## src/hw/mini65_defs.svh

```systemverilog
`ifndef MINI65_DEFS_SVH
`define MINI65_DEFS_SVH

// Bus widths
`define MINI65_DATA_W     8
`define MINI65_ADDR_W     16
`define MINI65_ALU_OP_W   4

// First opcode fetch after reset
`define MINI65_RESET_PC   16'h0200

// Supported opcodes, standard 6502 encodings
`define MINI65_OP_LDA_IMM 8'hA9
`define MINI65_OP_LDX_IMM 8'hA2
`define MINI65_OP_LDA_ABS 8'hAD
`define MINI65_OP_STA_ABS 8'h8D
`define MINI65_OP_STX_ABS 8'h8E
`define MINI65_OP_ADC_IMM 8'h69
`define MINI65_OP_AND_IMM 8'h29
`define MINI65_OP_ORA_IMM 8'h09
`define MINI65_OP_EOR_IMM 8'h49
`define MINI65_OP_INX     8'hE8
`define MINI65_OP_DEX     8'hCA
`define MINI65_OP_TAX     8'hAA
`define MINI65_OP_CLC     8'h18
`define MINI65_OP_SEC     8'h38
`define MINI65_OP_JMP_ABS 8'h4C
// Real NOP, handled like any unknown opcode
`define MINI65_OP_NOP     8'hEA

// ALU operation codes
`define MINI65_ALU_LOAD   4'd0
`define MINI65_ALU_ADC    4'd1
`define MINI65_ALU_AND    4'd2
`define MINI65_ALU_ORA    4'd3
`define MINI65_ALU_EOR    4'd4
`define MINI65_ALU_INC    4'd5
`define MINI65_ALU_DEC    4'd6
`define MINI65_ALU_XFER   4'd7
`define MINI65_ALU_CLC    4'd8
`define MINI65_ALU_SEC    4'd9

// Address source select
`define MINI65_ADDR_SEL_PC   1'b0
`define MINI65_ADDR_SEL_OPND 1'b1

`endif

```

## src/hw/mini65_pkg.sv

```systemverilog
`include "mini65_defs.svh"

package mini65_pkg;

    // One data byte on the bus
    typedef logic [`MINI65_DATA_W-1:0] data_t;

    // Full bus address
    typedef logic [`MINI65_ADDR_W-1:0] addr_t;

    // Execute stage operation code
    typedef logic [`MINI65_ALU_OP_W-1:0] alu_op_t;

    // Address source, PC or operand latch
    typedef logic [0:0] addr_sel_t;

    // Bus cycle of the current instruction
    typedef enum logic [2:0] {
        FETCH,
        OPERAND_LO,
        OPERAND_HI,
        MEM_ACCESS,
        IMPLIED
    } cpu_state_t;

endpackage

```

## src/hw/instruction_decoder.sv

```systemverilog
`timescale 1ns/100ps
`include "mini65_defs.svh"

module instruction_decoder (
    input  logic                  fclk,
    input  logic                  rst_n,
    input  logic                  rdy,
    input  mini65_pkg::data_t     data_in,
    output mini65_pkg::alu_op_t   alu_op,
    output logic                  a_we,
    output logic                  x_we,
    output logic                  c_we,
    output logic                  store_x,
    output logic                  pc_inc,
    output logic                  pc_jump,
    output logic                  lo_we,
    output logic                  hi_we,
    output mini65_pkg::addr_sel_t addr_sel,
    output logic                  rwb,
    output logic                  sync
);

    mini65_pkg::cpu_state_t state;
    mini65_pkg::cpu_state_t state_nxt;
    mini65_pkg::data_t      op_reg;
    mini65_pkg::data_t      cur_op;

    // Opcode class and destination
    logic is_imm;
    logic is_abs;
    logic is_jmp;
    logic is_store;
    logic dst_a;
    logic dst_x;
    logic dst_c;
    logic src_x;
    logic last_cycle;

    // Opcode is still on the bus during FETCH
    assign cur_op = (state == mini65_pkg::FETCH) ? data_in : op_reg;

    ////////////////////////////////////////////////////////////
    // Opcode classification
    ////////////////////////////////////////////////////////////
    always_comb begin
        is_imm   = 1'b0;
        is_abs   = 1'b0;
        is_jmp   = 1'b0;
        is_store = 1'b0;
        dst_a    = 1'b0;
        dst_x    = 1'b0;
        dst_c    = 1'b0;
        src_x    = 1'b0;
        alu_op   = `MINI65_ALU_LOAD;
        case (cur_op)
            `MINI65_OP_LDA_IMM: begin
                is_imm = 1'b1;
                dst_a  = 1'b1;
            end
            `MINI65_OP_LDX_IMM: begin
                is_imm = 1'b1;
                dst_x  = 1'b1;
            end
            `MINI65_OP_ADC_IMM: begin
                is_imm = 1'b1;
                dst_a  = 1'b1;
                dst_c  = 1'b1;
                alu_op = `MINI65_ALU_ADC;
            end
            `MINI65_OP_AND_IMM, `MINI65_OP_ORA_IMM, `MINI65_OP_EOR_IMM: begin
                is_imm = 1'b1;
                dst_a  = 1'b1;
                // Bits 6:5 pick the logic op
                alu_op = (cur_op == `MINI65_OP_AND_IMM) ? `MINI65_ALU_AND :
                         (cur_op == `MINI65_OP_ORA_IMM) ? `MINI65_ALU_ORA :
                                                          `MINI65_ALU_EOR;
            end
            `MINI65_OP_LDA_ABS: begin
                is_abs = 1'b1;
                dst_a  = 1'b1;
            end
            `MINI65_OP_STA_ABS, `MINI65_OP_STX_ABS: begin
                is_abs   = 1'b1;
                is_store = 1'b1;
                src_x    = (cur_op == `MINI65_OP_STX_ABS);
            end
            `MINI65_OP_JMP_ABS: is_jmp = 1'b1;
            `MINI65_OP_INX, `MINI65_OP_DEX: begin
                dst_x  = 1'b1;
                alu_op = (cur_op == `MINI65_OP_INX) ? `MINI65_ALU_INC : `MINI65_ALU_DEC;
            end
            `MINI65_OP_TAX: begin
                dst_x  = 1'b1;
                alu_op = `MINI65_ALU_XFER;
            end
            `MINI65_OP_CLC, `MINI65_OP_SEC: begin
                dst_c  = 1'b1;
                alu_op = (cur_op == `MINI65_OP_CLC) ? `MINI65_ALU_CLC : `MINI65_ALU_SEC;
            end
            // Anything else falls through as a one-byte no-op
            default: ;
        endcase
    end

    ////////////////////////////////////////////////////////////
    // Bus cycle sequencing
    ////////////////////////////////////////////////////////////
    always_comb begin
        state_nxt = mini65_pkg::FETCH;
        case (state)
            mini65_pkg::FETCH:
                state_nxt = (is_imm || is_abs || is_jmp) ? mini65_pkg::OPERAND_LO
                                                         : mini65_pkg::IMPLIED;
            mini65_pkg::OPERAND_LO:
                state_nxt = is_imm ? mini65_pkg::FETCH : mini65_pkg::OPERAND_HI;
            mini65_pkg::OPERAND_HI:
                state_nxt = is_jmp ? mini65_pkg::FETCH : mini65_pkg::MEM_ACCESS;
            default:
                state_nxt = mini65_pkg::FETCH;
        endcase
    end

    always_ff @(posedge fclk) begin
        if (!rst_n) begin
            state <= mini65_pkg::FETCH;
        end else if (rdy) begin
            state <= state_nxt;
        end
    end

    // Opcode byte captured at end of fetch
    always_ff @(posedge fclk) begin
        if (rdy && state == mini65_pkg::FETCH) begin
            op_reg <= data_in;
        end
    end

    ////////////////////////////////////////////////////////////
    // Strobes per cycle
    ////////////////////////////////////////////////////////////
    // Cycle in which results land
    assign last_cycle = (state == mini65_pkg::OPERAND_LO && is_imm) ||
                        (state == mini65_pkg::MEM_ACCESS) ||
                        (state == mini65_pkg::IMPLIED);

    assign a_we    = last_cycle && dst_a;
    assign x_we    = last_cycle && dst_x;
    assign c_we    = last_cycle && dst_c;
    assign store_x = (state == mini65_pkg::MEM_ACCESS) && src_x;

    // PC steps past opcode and operand bytes only
    assign pc_inc  = (state == mini65_pkg::FETCH) ||
                     (state == mini65_pkg::OPERAND_LO) ||
                     (state == mini65_pkg::OPERAND_HI && is_abs);
    assign pc_jump = (state == mini65_pkg::OPERAND_HI) && is_jmp;
    assign lo_we   = (state == mini65_pkg::OPERAND_LO) && (is_abs || is_jmp);
    assign hi_we   = (state == mini65_pkg::OPERAND_HI) && is_abs;

    assign addr_sel = (state == mini65_pkg::MEM_ACCESS) ? `MINI65_ADDR_SEL_OPND
                                                        : `MINI65_ADDR_SEL_PC;
    // Write only in the data cycle of a store
    assign rwb  = !((state == mini65_pkg::MEM_ACCESS) && is_store);
    assign sync = (state == mini65_pkg::FETCH);

endmodule

```

## src/hw/alu.sv

```systemverilog
`timescale 1ns/100ps
`include "mini65_defs.svh"

module alu (
    input  mini65_pkg::alu_op_t alu_op,
    input  mini65_pkg::data_t   acc,
    input  mini65_pkg::data_t   x_reg,
    input  mini65_pkg::data_t   data_in,
    input  logic                carry,
    output mini65_pkg::data_t   result,
    output logic                carry_out
);

    // Binary add with carry, top bit is carry out
    logic [`MINI65_DATA_W:0] sum;

    assign sum = {1'b0, acc} + {1'b0, data_in} + {{`MINI65_DATA_W{1'b0}}, carry};

    always_comb begin
        // Carry held unless the op says otherwise
        result    = data_in;
        carry_out = carry;
        case (alu_op)
            `MINI65_ALU_LOAD: result = data_in;
            `MINI65_ALU_ADC: begin
                result    = sum[`MINI65_DATA_W-1:0];
                carry_out = sum[`MINI65_DATA_W];
            end
            `MINI65_ALU_AND: result = acc & data_in;
            `MINI65_ALU_ORA: result = acc | data_in;
            `MINI65_ALU_EOR: result = acc ^ data_in;
            // Index register wraps
            `MINI65_ALU_INC: result = x_reg + mini65_pkg::data_t'(1);
            `MINI65_ALU_DEC: result = x_reg - mini65_pkg::data_t'(1);
            `MINI65_ALU_XFER: result = acc;
            `MINI65_ALU_CLC: carry_out = 1'b0;
            `MINI65_ALU_SEC: carry_out = 1'b1;
            default: result = data_in;
        endcase
    end

endmodule

```

## src/hw/register_file.sv

```systemverilog
`timescale 1ns/100ps

module register_file (
    input  logic              fclk,
    input  logic              rst_n,
    input  logic              rdy,
    input  mini65_pkg::data_t result,
    input  logic              carry_out,
    input  logic              a_we,
    input  logic              x_we,
    input  logic              c_we,
    input  logic              store_x,
    output mini65_pkg::data_t acc,
    output mini65_pkg::data_t x_reg,
    output mini65_pkg::data_t data_out,
    output logic              carry
);

    ////////////////////////////////////////////////////////////
    // A, X and carry
    ////////////////////////////////////////////////////////////
    always_ff @(posedge fclk) begin
        if (!rst_n) begin
            acc   <= '0;
            x_reg <= '0;
            carry <= 1'b0;
        end else if (rdy) begin
            // Write-back on the final bus cycle
            if (a_we) begin
                acc <= result;
            end
            if (x_we) begin
                x_reg <= result;
            end
            if (c_we) begin
                carry <= carry_out;
            end
        end
    end

    // Store data, X for STX and A otherwise
    assign data_out = store_x ? x_reg : acc;

endmodule

```

## src/hw/address_unit.sv

```systemverilog
`timescale 1ns/100ps
`include "mini65_defs.svh"

module address_unit (
    input  logic                  fclk,
    input  logic                  rst_n,
    input  logic                  rdy,
    input  mini65_pkg::data_t     data_in,
    input  logic                  pc_inc,
    input  logic                  pc_jump,
    input  logic                  lo_we,
    input  logic                  hi_we,
    input  mini65_pkg::addr_sel_t addr_sel,
    output mini65_pkg::addr_t     addr
);

    mini65_pkg::addr_t pc;
    mini65_pkg::data_t opnd_lo;
    mini65_pkg::data_t opnd_hi;

    ////////////////////////////////////////////////////////////
    // Program counter
    ////////////////////////////////////////////////////////////
    always_ff @(posedge fclk) begin
        if (!rst_n) begin
            pc <= `MINI65_RESET_PC;
        end else if (rdy) begin
            // High byte of JMP target comes straight off the bus
            if (pc_jump) begin
                pc <= {data_in, opnd_lo};
            end else if (pc_inc) begin
                pc <= pc + mini65_pkg::addr_t'(1);
            end
        end
    end

    // Operand address bytes
    always_ff @(posedge fclk) begin
        if (rdy) begin
            if (lo_we) begin
                opnd_lo <= data_in;
            end
            if (hi_we) begin
                opnd_hi <= data_in;
            end
        end
    end

    // Latch only drives the bus in the data cycle
    assign addr = (addr_sel == `MINI65_ADDR_SEL_OPND) ? {opnd_hi, opnd_lo} : pc;

endmodule

```

## src/hw/mini65_core.sv

```systemverilog
`timescale 1ns/100ps

module mini65_core (
    input  logic                fclk,
    input  logic                rst_n,
    input  logic                rdy,
    output mini65_pkg::addr_t   addr,
    input  mini65_pkg::data_t   data_in,
    output mini65_pkg::data_t   data_out,
    output logic                rwb,
    output logic                sync
);

    // Decoder strobes
    mini65_pkg::alu_op_t   alu_op;
    logic                  a_we;
    logic                  x_we;
    logic                  c_we;
    logic                  store_x;
    logic                  pc_inc;
    logic                  pc_jump;
    logic                  lo_we;
    logic                  hi_we;
    mini65_pkg::addr_sel_t addr_sel;

    // Register and execute paths
    mini65_pkg::data_t     acc;
    mini65_pkg::data_t     x_reg;
    logic                  carry;
    mini65_pkg::data_t     result;
    logic                  carry_out;

    ////////////////////////////////////////////////////////////
    // Decode stage
    ////////////////////////////////////////////////////////////
    instruction_decoder i_instruction_decoder (
        .fclk     (fclk),
        .rst_n    (rst_n),
        .rdy      (rdy),
        .data_in  (data_in),
        .alu_op   (alu_op),
        .a_we     (a_we),
        .x_we     (x_we),
        .c_we     (c_we),
        .store_x  (store_x),
        .pc_inc   (pc_inc),
        .pc_jump  (pc_jump),
        .lo_we    (lo_we),
        .hi_we    (hi_we),
        .addr_sel (addr_sel),
        .rwb      (rwb),
        .sync     (sync)
    );

    // Address generation
    address_unit i_address_unit (
        .fclk     (fclk),
        .rst_n    (rst_n),
        .rdy      (rdy),
        .data_in  (data_in),
        .pc_inc   (pc_inc),
        .pc_jump  (pc_jump),
        .lo_we    (lo_we),
        .hi_we    (hi_we),
        .addr_sel (addr_sel),
        .addr     (addr)
    );

    ////////////////////////////////////////////////////////////
    // Execute and result stages
    ////////////////////////////////////////////////////////////
    alu i_alu (
        .alu_op    (alu_op),
        .acc       (acc),
        .x_reg     (x_reg),
        .data_in   (data_in),
        .carry     (carry),
        .result    (result),
        .carry_out (carry_out)
    );

    register_file i_register_file (
        .fclk      (fclk),
        .rst_n     (rst_n),
        .rdy       (rdy),
        .result    (result),
        .carry_out (carry_out),
        .a_we      (a_we),
        .x_we      (x_we),
        .c_we      (c_we),
        .store_x   (store_x),
        .acc       (acc),
        .x_reg     (x_reg),
        .data_out  (data_out),
        .carry     (carry)
    );

endmodule

```

## config.mk

```make
export PLATFORM = sky130hd
export DESIGN_NAME = mini65_core
export DESIGN_NICKNAME = d
export VERILOG_FILES = /design/src/hw/mini65_pkg.sv /design/src/hw/instruction_decoder.sv /design/src/hw/alu.sv /design/src/hw/register_file.sv /design/src/hw/address_unit.sv /design/src/hw/mini65_core.sv
export VERILOG_INCLUDE_DIRS = /design/src /design/src/hw
export SDC_FILE = /design/constraint.sdc
export NUM_CORES = 1
export LEC_CHECK = 0
export BUFFER_PORTS_ARGS = -buffer_cell sky130_fd_sc_hd__buf_2
export CORE_ASPECT_RATIO = 2
export CORE_MARGIN = 2
export CORE_UTILIZATION = 41
export DETAILED_ROUTE_END_ITERATION = 8
export GPL_TIMING_DRIVEN = 0
export PLACE_DENSITY = 0.69
export SYNTH_ARGS = -nofsm -noshare
export SYNTH_HDL_FRONTEND = slang
export SYNTH_HIERARCHICAL = 1
export SYNTH_SLANG_ARGS = --single-unit
export TNS_END_PERCENT = 100
```

## constraint.sdc

```tcl
create_clock -name fclk -period 8.5 [get_ports fclk]
set_input_delay 1.7 -clock fclk [delete_from_list [all_inputs] [get_ports fclk]]
set_output_delay 1.7 -clock fclk [all_outputs]
set_load 0.01 [all_outputs]
```

After elaboration in Yosys (flattened, before gate mapping)
Cells that the tools add are included.

Add/subtract/negate cells: 5. Equal/unequal tests: 28. Mux-type cells: 25. Bitwise logic cells: 3. Reduce and logical (&&, ||, !) cells: 36.

Operators by type and width (number): $eq A8 B8 Y1 const B (8); $pmux W8 S7 (1); $mux W16 (3); $eq A8 B7 Y1 const B (3); $pmux W4 S5 (1); $add A16 B1 Y16 const B (1); $eq A4 B3 Y1 const B (4); $eq A8 B6 Y1 const B (2); $mux W8 (2); $reduce_or A6 Y1 (2); $logic_and A1 B1 Y1 (10); $mux W1 (10); $reduce_and A2 Y1 (5); $add A8 B8 Y9 (1); $add A9 B1 Y9 (1); $pmux W3 S3 (1); $reduce_or A3 Y1 (3); $add A8 B1 Y8 const B (1); $and A8 B8 Y8 (1); $eq A4 B2 Y1 const B (2); $eq A4 B4 Y1 const B (2); $eq A8 B4 Y1 const B (1); $eq A8 B5 Y1 const B (1); $or A8 B8 Y8 (1); other kinds (18) (30).

Register bits after elaboration: 60. Output and inout port bits: 26.

Logic depth before layout (Yosys ltp)
Gate-level depths: netlist of the first run.

Depth in word-level cells: 10. Gate-level depth with buffers: 21. Gate-level depth less buffers: 16.

Cells and area by module
Netlist of the first run, hierarchy kept.

Modules (own cells, without submodules): address_unit (instances 1, cells an instance 179, area each 1701.6 um2); alu (instances 1, cells an instance 188, area each 1313.8 um2); instruction_decoder (instances 1, cells an instance 136, area each 1179.9 um2); register_file (instances 1, cells an instance 90, area each 854.6 um2).

Worst setup path after synthesis of the first run
OpenSTA, ideal clock, no wires.

Path kind: in2out. Start: input data_in[6]. End: output data_out[0]. Data arrival time: 3.104 ns. Slack: 3.696 ns. Cell stages on the path: 6. Path buffers: 2. Cell sequence: clkbuf_1 -> nor3b_1 -> o211a_1 -> and4_1 -> buf_2 -> mux2_2.

Word-level cells in the longest chain between the ends: 6. Elaborated cells on any way between the ends: 7. Those cells by class: eq/ne (2); mux (3); reduce/logical (2).

RTL lines: start, declared (RTL line mini65_core.sv:8) `input mini65_pkg::data_t data_in,`; $mux W8 (*) (RTL line instruction_decoder.sv:40) `assign cur_op = (state == mini65_pkg::FETCH) ? data_in : op_reg;`; $eq A8 B8 Y1 (RTL line instruction_decoder.sv:55) `case (cur_op)`; $reduce_or A2 Y1 (RTL line instruction_decoder.sv:55); $mux W1 (*) (RTL line instruction_decoder.sv:55); $logic_and A1 B1 Y1 (*) (RTL line instruction_decoder.sv:149) `assign store_x = (state == mini65_pkg::MEM_ACCESS) && src_x;`; named net store_x (RTL line mini65_core.sv:19) `logic store_x;`; $mux W8 (*) (RTL line register_file.sv:42) `assign data_out = store_x ? x_reg : acc;`; end, declared (RTL line mini65_core.sv:9) `output mini65_pkg::data_t data_out,`.

Mark *: on every way through the listed nets, which the timed path passes. The rest lies on a longest branch.

Final worst setup path of the first run
Start: input data_in[1]. End: register i_register_file.acc[6].

Elaborated cells on any way between the ends: 40. Those cells by class: add/sub (2); eq/ne (19); mux (9); reduce/logical (10).

RTL lines: $mux W8 (*) (RTL line instruction_decoder.sv:40); $eq A8 B7 Y1 (tied with other cells) (RTL line instruction_decoder.sv:55); $reduce_or A3 Y1 or $reduce_or A2 Y1 (tied branches); $pmux W4 S5 (*) (RTL line instruction_decoder.sv:55); named net alu_op[3] (RTL line mini65_core.sv:15) `mini65_pkg::alu_op_t alu_op;`; $eq A4 B3 Y1 (tied with other cells) (RTL line alu.sv:23) `case (alu_op)`; $pmux W8 S7 (*) (RTL line alu.sv:23); named net result[6] (RTL line mini65_core.sv:30) `mini65_pkg::data_t result;`; end signal, assigned (RTL line register_file.sv:30) `acc <= result;`; end, declared (RTL line register_file.sv:13) `output mini65_pkg::data_t acc,`.

Marks and branches as above. A chain may end at the register's enable or synchronous reset.

==> metrics.txt, run 1 <==
CTS tree done; first-pass GRT wire length 25,780 um; Die Y between 150 and 200 um; maximum vdd drop 0.1116 mV; Period Utilization, post-route 66.90%; pin count of the biggest net entering global routing 16; post-synthesis register bit count 60; vias per cell 6.404; share of layout cells above drive strength 1 21.40%; via count around 5,100; # setup viols final 0; max cap viols 0; root buffer cell clkbuf_16; register area share after synthesis between 20% and 30%; Power Density ~140 nW/um^2; Core ar. between 10,000 and 15,000 um^2; Largest register FFs 16; Final Hold Vio Count 0; unrepaired setup endpoints after global routing no; initial antenna violation count 0; setup TNS 0 ns; post-synth top area share between 10% and 20%; postcts setup bufs 0; worst relative slew slack 26.38%; outcome completed; worst hold slack 0.4940 ns; register bank with the most flops i_address_unit/pc; Final Util 47.43%; Placement Cell Area 5414 um^2; critical path class primary input to flop; fmax about 180 MHz; Remaining Overflow, GRT 0; vias in the first global route 4,981; Num CTS Buffers 9; diode count 0; Tightest Pin Transition 1.094 ns; Critical Path RT 8.74 ns; worst-skew pair later-pin latency about 0.34 ns; Mapped Nets 625; Post-CTS Resized 0; Detailed Route Iter0 Violations 425; Netlist cell types 84; Top FF cell, synth dfxtp_1; crit path launch type primary input; Initial Utilization a little over two fifths; Post-synth top cells nand2_1, nor2_1, dfxtp_1; clock transition at the registers of the reported paths 0.05 ns; most common cell in the netlist nand2_1; area grow syn2layout 13.21%; Pins Over Slew Limit 0; area leader, netlist dfxtp_1; number of flops mapped to enable cells by yosys 24; synthesized area 5050 um^2; num rows 57; Finished Layout Cells 792; Yosys Warn Count 6; HP Class flop to flop; PortBufs 36; Async S/R FF share, synth 0%; DIE WIDTH 82.48 um; die area between 10,000 and 15,000 um^2; top post-synthesis cells by area dfxtp_1, edfxtp_1, ha_1; post-route ant nets 0; Inst Count DP 776; cell leakage power 2.209 nW; global-route usage over all layers about a quarter; # nets final roughly 670; I/O Pins 37; DRC 0; crit end category flop; final instance area ~5700 um^2; Routability Congestion 0.9672; post-route minimum period 5.686 ns; Crit path arrival time 5.92 ns; Pre-antenna DRT Iters 5; hpwl dp approximately 13,000 um; CTS Buffer Depth 2; clock sink count 60; H-tree levels 3; peak fanout along the critical path 15; clock skew 0.004701 ns; Mapped Cells 593; Routed wire per std cell 21.74 um; hold buffers post-CTS 0; final wirelength 17,220 um; syn_area_per_cell 8.516 um^2
## layout by cell type, fill, tap and decap left out, types with 5 or more instances in the layout
cell type,instances
dfxtp_1,36
or4_1,5
o21ai_0,23
a31oi_1,9
o21ai_2,16
mux2_2,21
nand4_1,25
ha_1,19
edfxtp_1,24
nand3_1,18
nor4_1,9
and2_1,7
nor2_1,38
nor3_1,16
xor2_1,6
buf_2,48
xnor2_1,6
and3_1,8
buf_6,7
nand2_1,54
a21oi_1,21
a22oi_1,9
inv_1,33
nor2b_1,17
buf_4,5
clkbuf_1,13
nor3b_1,6
clkbuf_16,9
mux2i_1,13
or3_1,5
a21o_1,5
nand2b_1,5
## worst paths after layout
check,start,end,slack [ns],cells after the start
max,data_in[1],i_register_file/acc[6],2.81,17
min,i_register_file/x_reg[7],i_register_file/x_reg[7],0.49,2
max reg2reg,i_instruction_decoder/state[2],i_register_file/acc[6],3.70,19
min reg2reg,i_register_file/x_reg[7],i_register_file/x_reg[7],0.49,2
## final cells by class
cell class,instances,area [um^2]
Timing Repair Buffer,36,180.2
Clock inverter,6,63.81
Clock buffer,10,239.0
Multi-Input combinational cell,462,3254
Inverter,33,123.9
Tap cell,147,183.9
Fill cell,1158,6336
Sequential cell,60,1441
Buffer,38,230.2
## through the flow
stage	setup slack, ns	power, mW
final	2.814	0.8226
after global placement	2.688	0.4476
after floorplan	3.696	0.4057
after detailed placement	2.563	0.4501
after CTS	2.901	0.8215
after global routing	2.526	0.8450
## metal layers
metal,part of all wire [%],GRT usage (%)
met5,0,0
met1,32,22.34
met3,5.2,4.438
met4,7.6,19.39
met2,55,49.12
## power breakdown
| group | total (mW) | internal (mW) | switching, mW |
|---|---|---|---|
| Combinational | 0.132 | 0.0459 | 0.0857 |
| Sequential | 0.317 | 0.307 | 0.0100 |
| Clock | 0.374 | 0.234 | 0.140 |
## critical path, stage by stage
cell	delay, ns
buf_2	0.23
nor4b_1	0.35
mux2_4	0.21
a21boi_0	0.86
a21oi_1	0.12
o21ai_1	0.43
nand4bb_1	0.25
buf_2	0.27
xnor2_1	0.10
ha_1	0.23
nor2_1	0.19
a21oi_1	0.12
a21oi_1	0.21
nor3_1	0.08
o32a_1	0.39
nand4_1	0.11
o21ai_2	0.06
## cells by family after synthesis
family / Yosys count / synth area share, %
mux: 36 / 8.003
simple gates: 242 / 26.26
compound gates: 151 / 22.60
flops: 60 / 28.54
fa+ha+maj: 21 / 5.501
xor+xnor: 12 / 2.081
buf+inv: 71 / 7.012
(Power assumes the default switching activity.)
==> run 2: changes to the inputs <==
--- a/config.mk
+++ b/config.mk
@@ -12,7 +12,7 @@
 export CORE_UTILIZATION = 41
 export DETAILED_ROUTE_END_ITERATION = 8
 export GPL_TIMING_DRIVEN = 0
-export PLACE_DENSITY = 0.69
+export PLACE_DENSITY = 0.71
 export SYNTH_ARGS = -nofsm -noshare
 export SYNTH_HDL_FRONTEND = slang
 export SYNTH_HIERARCHICAL = 1
==> constraint.sdc (replaced) <==
create_clock -name fclk -period 4.6 [get_ports fclk]
set_input_delay 0.92 -clock fclk [delete_from_list [all_inputs] [get_ports fclk]]
set_output_delay 0.92 -clock fclk [all_outputs]
set_load 0.01 [all_outputs]
==> run 2 against run 1 <==
  * Sequential power is 85% higher
  * First-iteration DRC count is 26% higher
  * Sequential cell count unchanged
  * Utilization grew 0.33 points
  * Design area is 0.70% higher
  * Clock power up 110%
  * Cell count did not move
  * Clock skew is essentially flat
  * Sequential share of layout area shrank 0.18 points
  * Critical path depth is the same
  * Count of clock-buffer cells in the layout up 2
==> metrics.txt, run 2 (synthesis gave the netlist of run 1 again) <==
commonest non-fill, non-tap cells in the layout nand2_1, buf_2, nor2_1; Final Hold Vio Count 0; Pre-antenna DRT Iters 5; max cap viols 0; root buffer cell clkbuf_16; dpl ws -0.4378 ns; Final Util 47.76%; clock transition at the registers of the reported paths 0.05 ns; post-route minimum period 4.264 ns; # setup viols final 0; Pins Over Slew Limit 0; CP max stage cell a21boi_2; global-route usage over all layers a little over a quarter; # nets final 672; Placement Cell Area 5414 um^2; vias in the first global route 5,124; area grow syn2layout 14.00%; diode count 0; via count roughly 5,000; Routability Congestion 0.9723; register bank with the most flops i_address_unit/pc; Num CTS Buffers 9; share of layout cells above drive strength 1 a little over a fifth; DRC 0; Remaining Overflow, GRT 0; FILL cells 1,196; Routed wire per std cell 21.82 um; Finished Layout Cells 792; HP Class flop to flop; Initial Utilization 41.90%; maximum vdd drop 0.2128 mV; pin count of the biggest net entering global routing 16; PortBufs 36; post-route ant nets 0; initial antenna violation count 0; worst hold slack 0.4906 ns; cell leakage power between 2 and 2.5 nW; worst relative slew slack 47.29%; clock sink count 60; slowest stage delay, CP 0.39 ns; H-tree levels 3; Die Y 161.0 um; Crit path arrival time 4.50 ns; Period Utilization, post-route 92.70%; crit path launch type primary input; first-pass GRT wire length 26,800 um; hpwl dp between 10,000 and 15,000 um; final worst-path setup slack about 0.34 ns; postcts setup bufs 0; final instance area 5757 um^2; peak fanout along the critical path 15; Core ar. around 12,000 um^2; Power Density 278.4 nW/um^2; num rows 57; clock skew 0.004431 ns; Critical Path RT 4.83 ns; final wirelength 17,280 um; Most common cell on crit path buf_2; critical-path cell list buf_2 -> nor4b_1 -> mux2_4 -> a21boi_2 -> a21oi_1 -> o21ai_1 -> nand4bb_1 -> buf_2 -> inv_1 -> ha_1 -> nand3_1 -> o21bai_1 -> a22oi_1 -> xor2_1 -> o2111ai_1 -> nand4_1 -> o21ai_2; Largest register FFs 16; worst-skew pair later-pin latency between 0.3 and 0.4 ns; DIE WIDTH 82.48 um; crit end category flop; Inst Count DP 776; fmax around 230 MHz; I/O Pins 37; die area about 13,000 um^2; critical path class primary input to flop; CTS tree done; CTS Buffer Depth 2; Tightest Pin Transition between 0.7 and 0.8 ns; Detailed Route Iter0 Violations between 500 and 600; WP buf/inv 3; vias per cell ~6.3; hold buffers post-CTS 0; outcome completed; unrepaired setup endpoints after global routing no; most common cell after layout, fill and taps aside nand2_1; cell family with most CP delay compound AO/OA/AOI/OAI gates
-- run 2: report_power, final --
group | switching (mW) | internal (mW) | leakage, nW
clock | 0.250 | 0.520 | 0.168
combinational | 0.162 | 0.0845 | 1.55
sequential | 0.0190 | 0.567 | 0.511
total | 0.431 | 1.17 | 2.23
-- run 2: repair_timing --
item | CTS | global route
resized for setup | 1 | 3
endpoints found under the hold margin | 0 | 0
endpoints found under the setup margin | 8 | 8
-- run 2: per-stage QoR --
step / total power, mW / TNS [ns]
finish: 1.603 / 0
detailed placement: 0.8358 / -3.493
global placement: 0.8314 / -1.901
global route: 1.661 / 0
floorplan: 0.7496 / 0
CTS: 1.605 / 0
-- run 2: final cells by class --
type                       count  area, um^2  area share (%)
multi-input combinational    462        3258           56.60
clock inverter                 4       70.07           1.217
sequential                    60        1441           25.04
clock buffer                  12       267.8           4.651
timing repair buffer          36       180.2           3.130
tap                          147       183.9           3.195
inverter                      33       123.9           2.152
buffer                        38       231.5           4.021
-- run 2: routing by layer --
layer	GRT usage, %	wire [um]	vias up
li1	-	-	2319
met1	24.63	5747	2382
met2	49.41	9383	223
met3	5.169	780	92
met4	19.77	1366	0
met5	0	0	-
-- run 2: worst reg2reg max path: stages, from the launching register on --
cell	delay, ns
dfxtp_1	0.36
or3_1	0.40
buf_6	0.16
inv_1	0.08
buf_4	0.18
nand3_1	0.13
a21boi_2	0.41
a21oi_1	0.09
o21ai_1	0.37
nand4bb_1	0.23
buf_2	0.25
inv_1	0.07
ha_1	0.33
nand3_1	0.11
o21bai_1	0.08
a22oi_1	0.29
xor2_1	0.22
o2111ai_1	0.16
nand4_1	0.13
o21ai_2	0.05
-- run 2: path summary, 6_finish.rpt --
| path | start | to | slack, ns | depth (start not counted) |
|---|---|---|---|---|
| min reg2reg | i_register_file/x_reg[7] | i_register_file/x_reg[7] | 0.49 | 2 |
| max reg2reg | i_instruction_decoder/state[2] | i_register_file/acc[7] | 0.39 | 19 |
| min | i_register_file/x_reg[7] | i_register_file/x_reg[7] | 0.49 | 2 |
| max | data_in[1] | i_register_file/acc[7] | 0.34 | 17 |
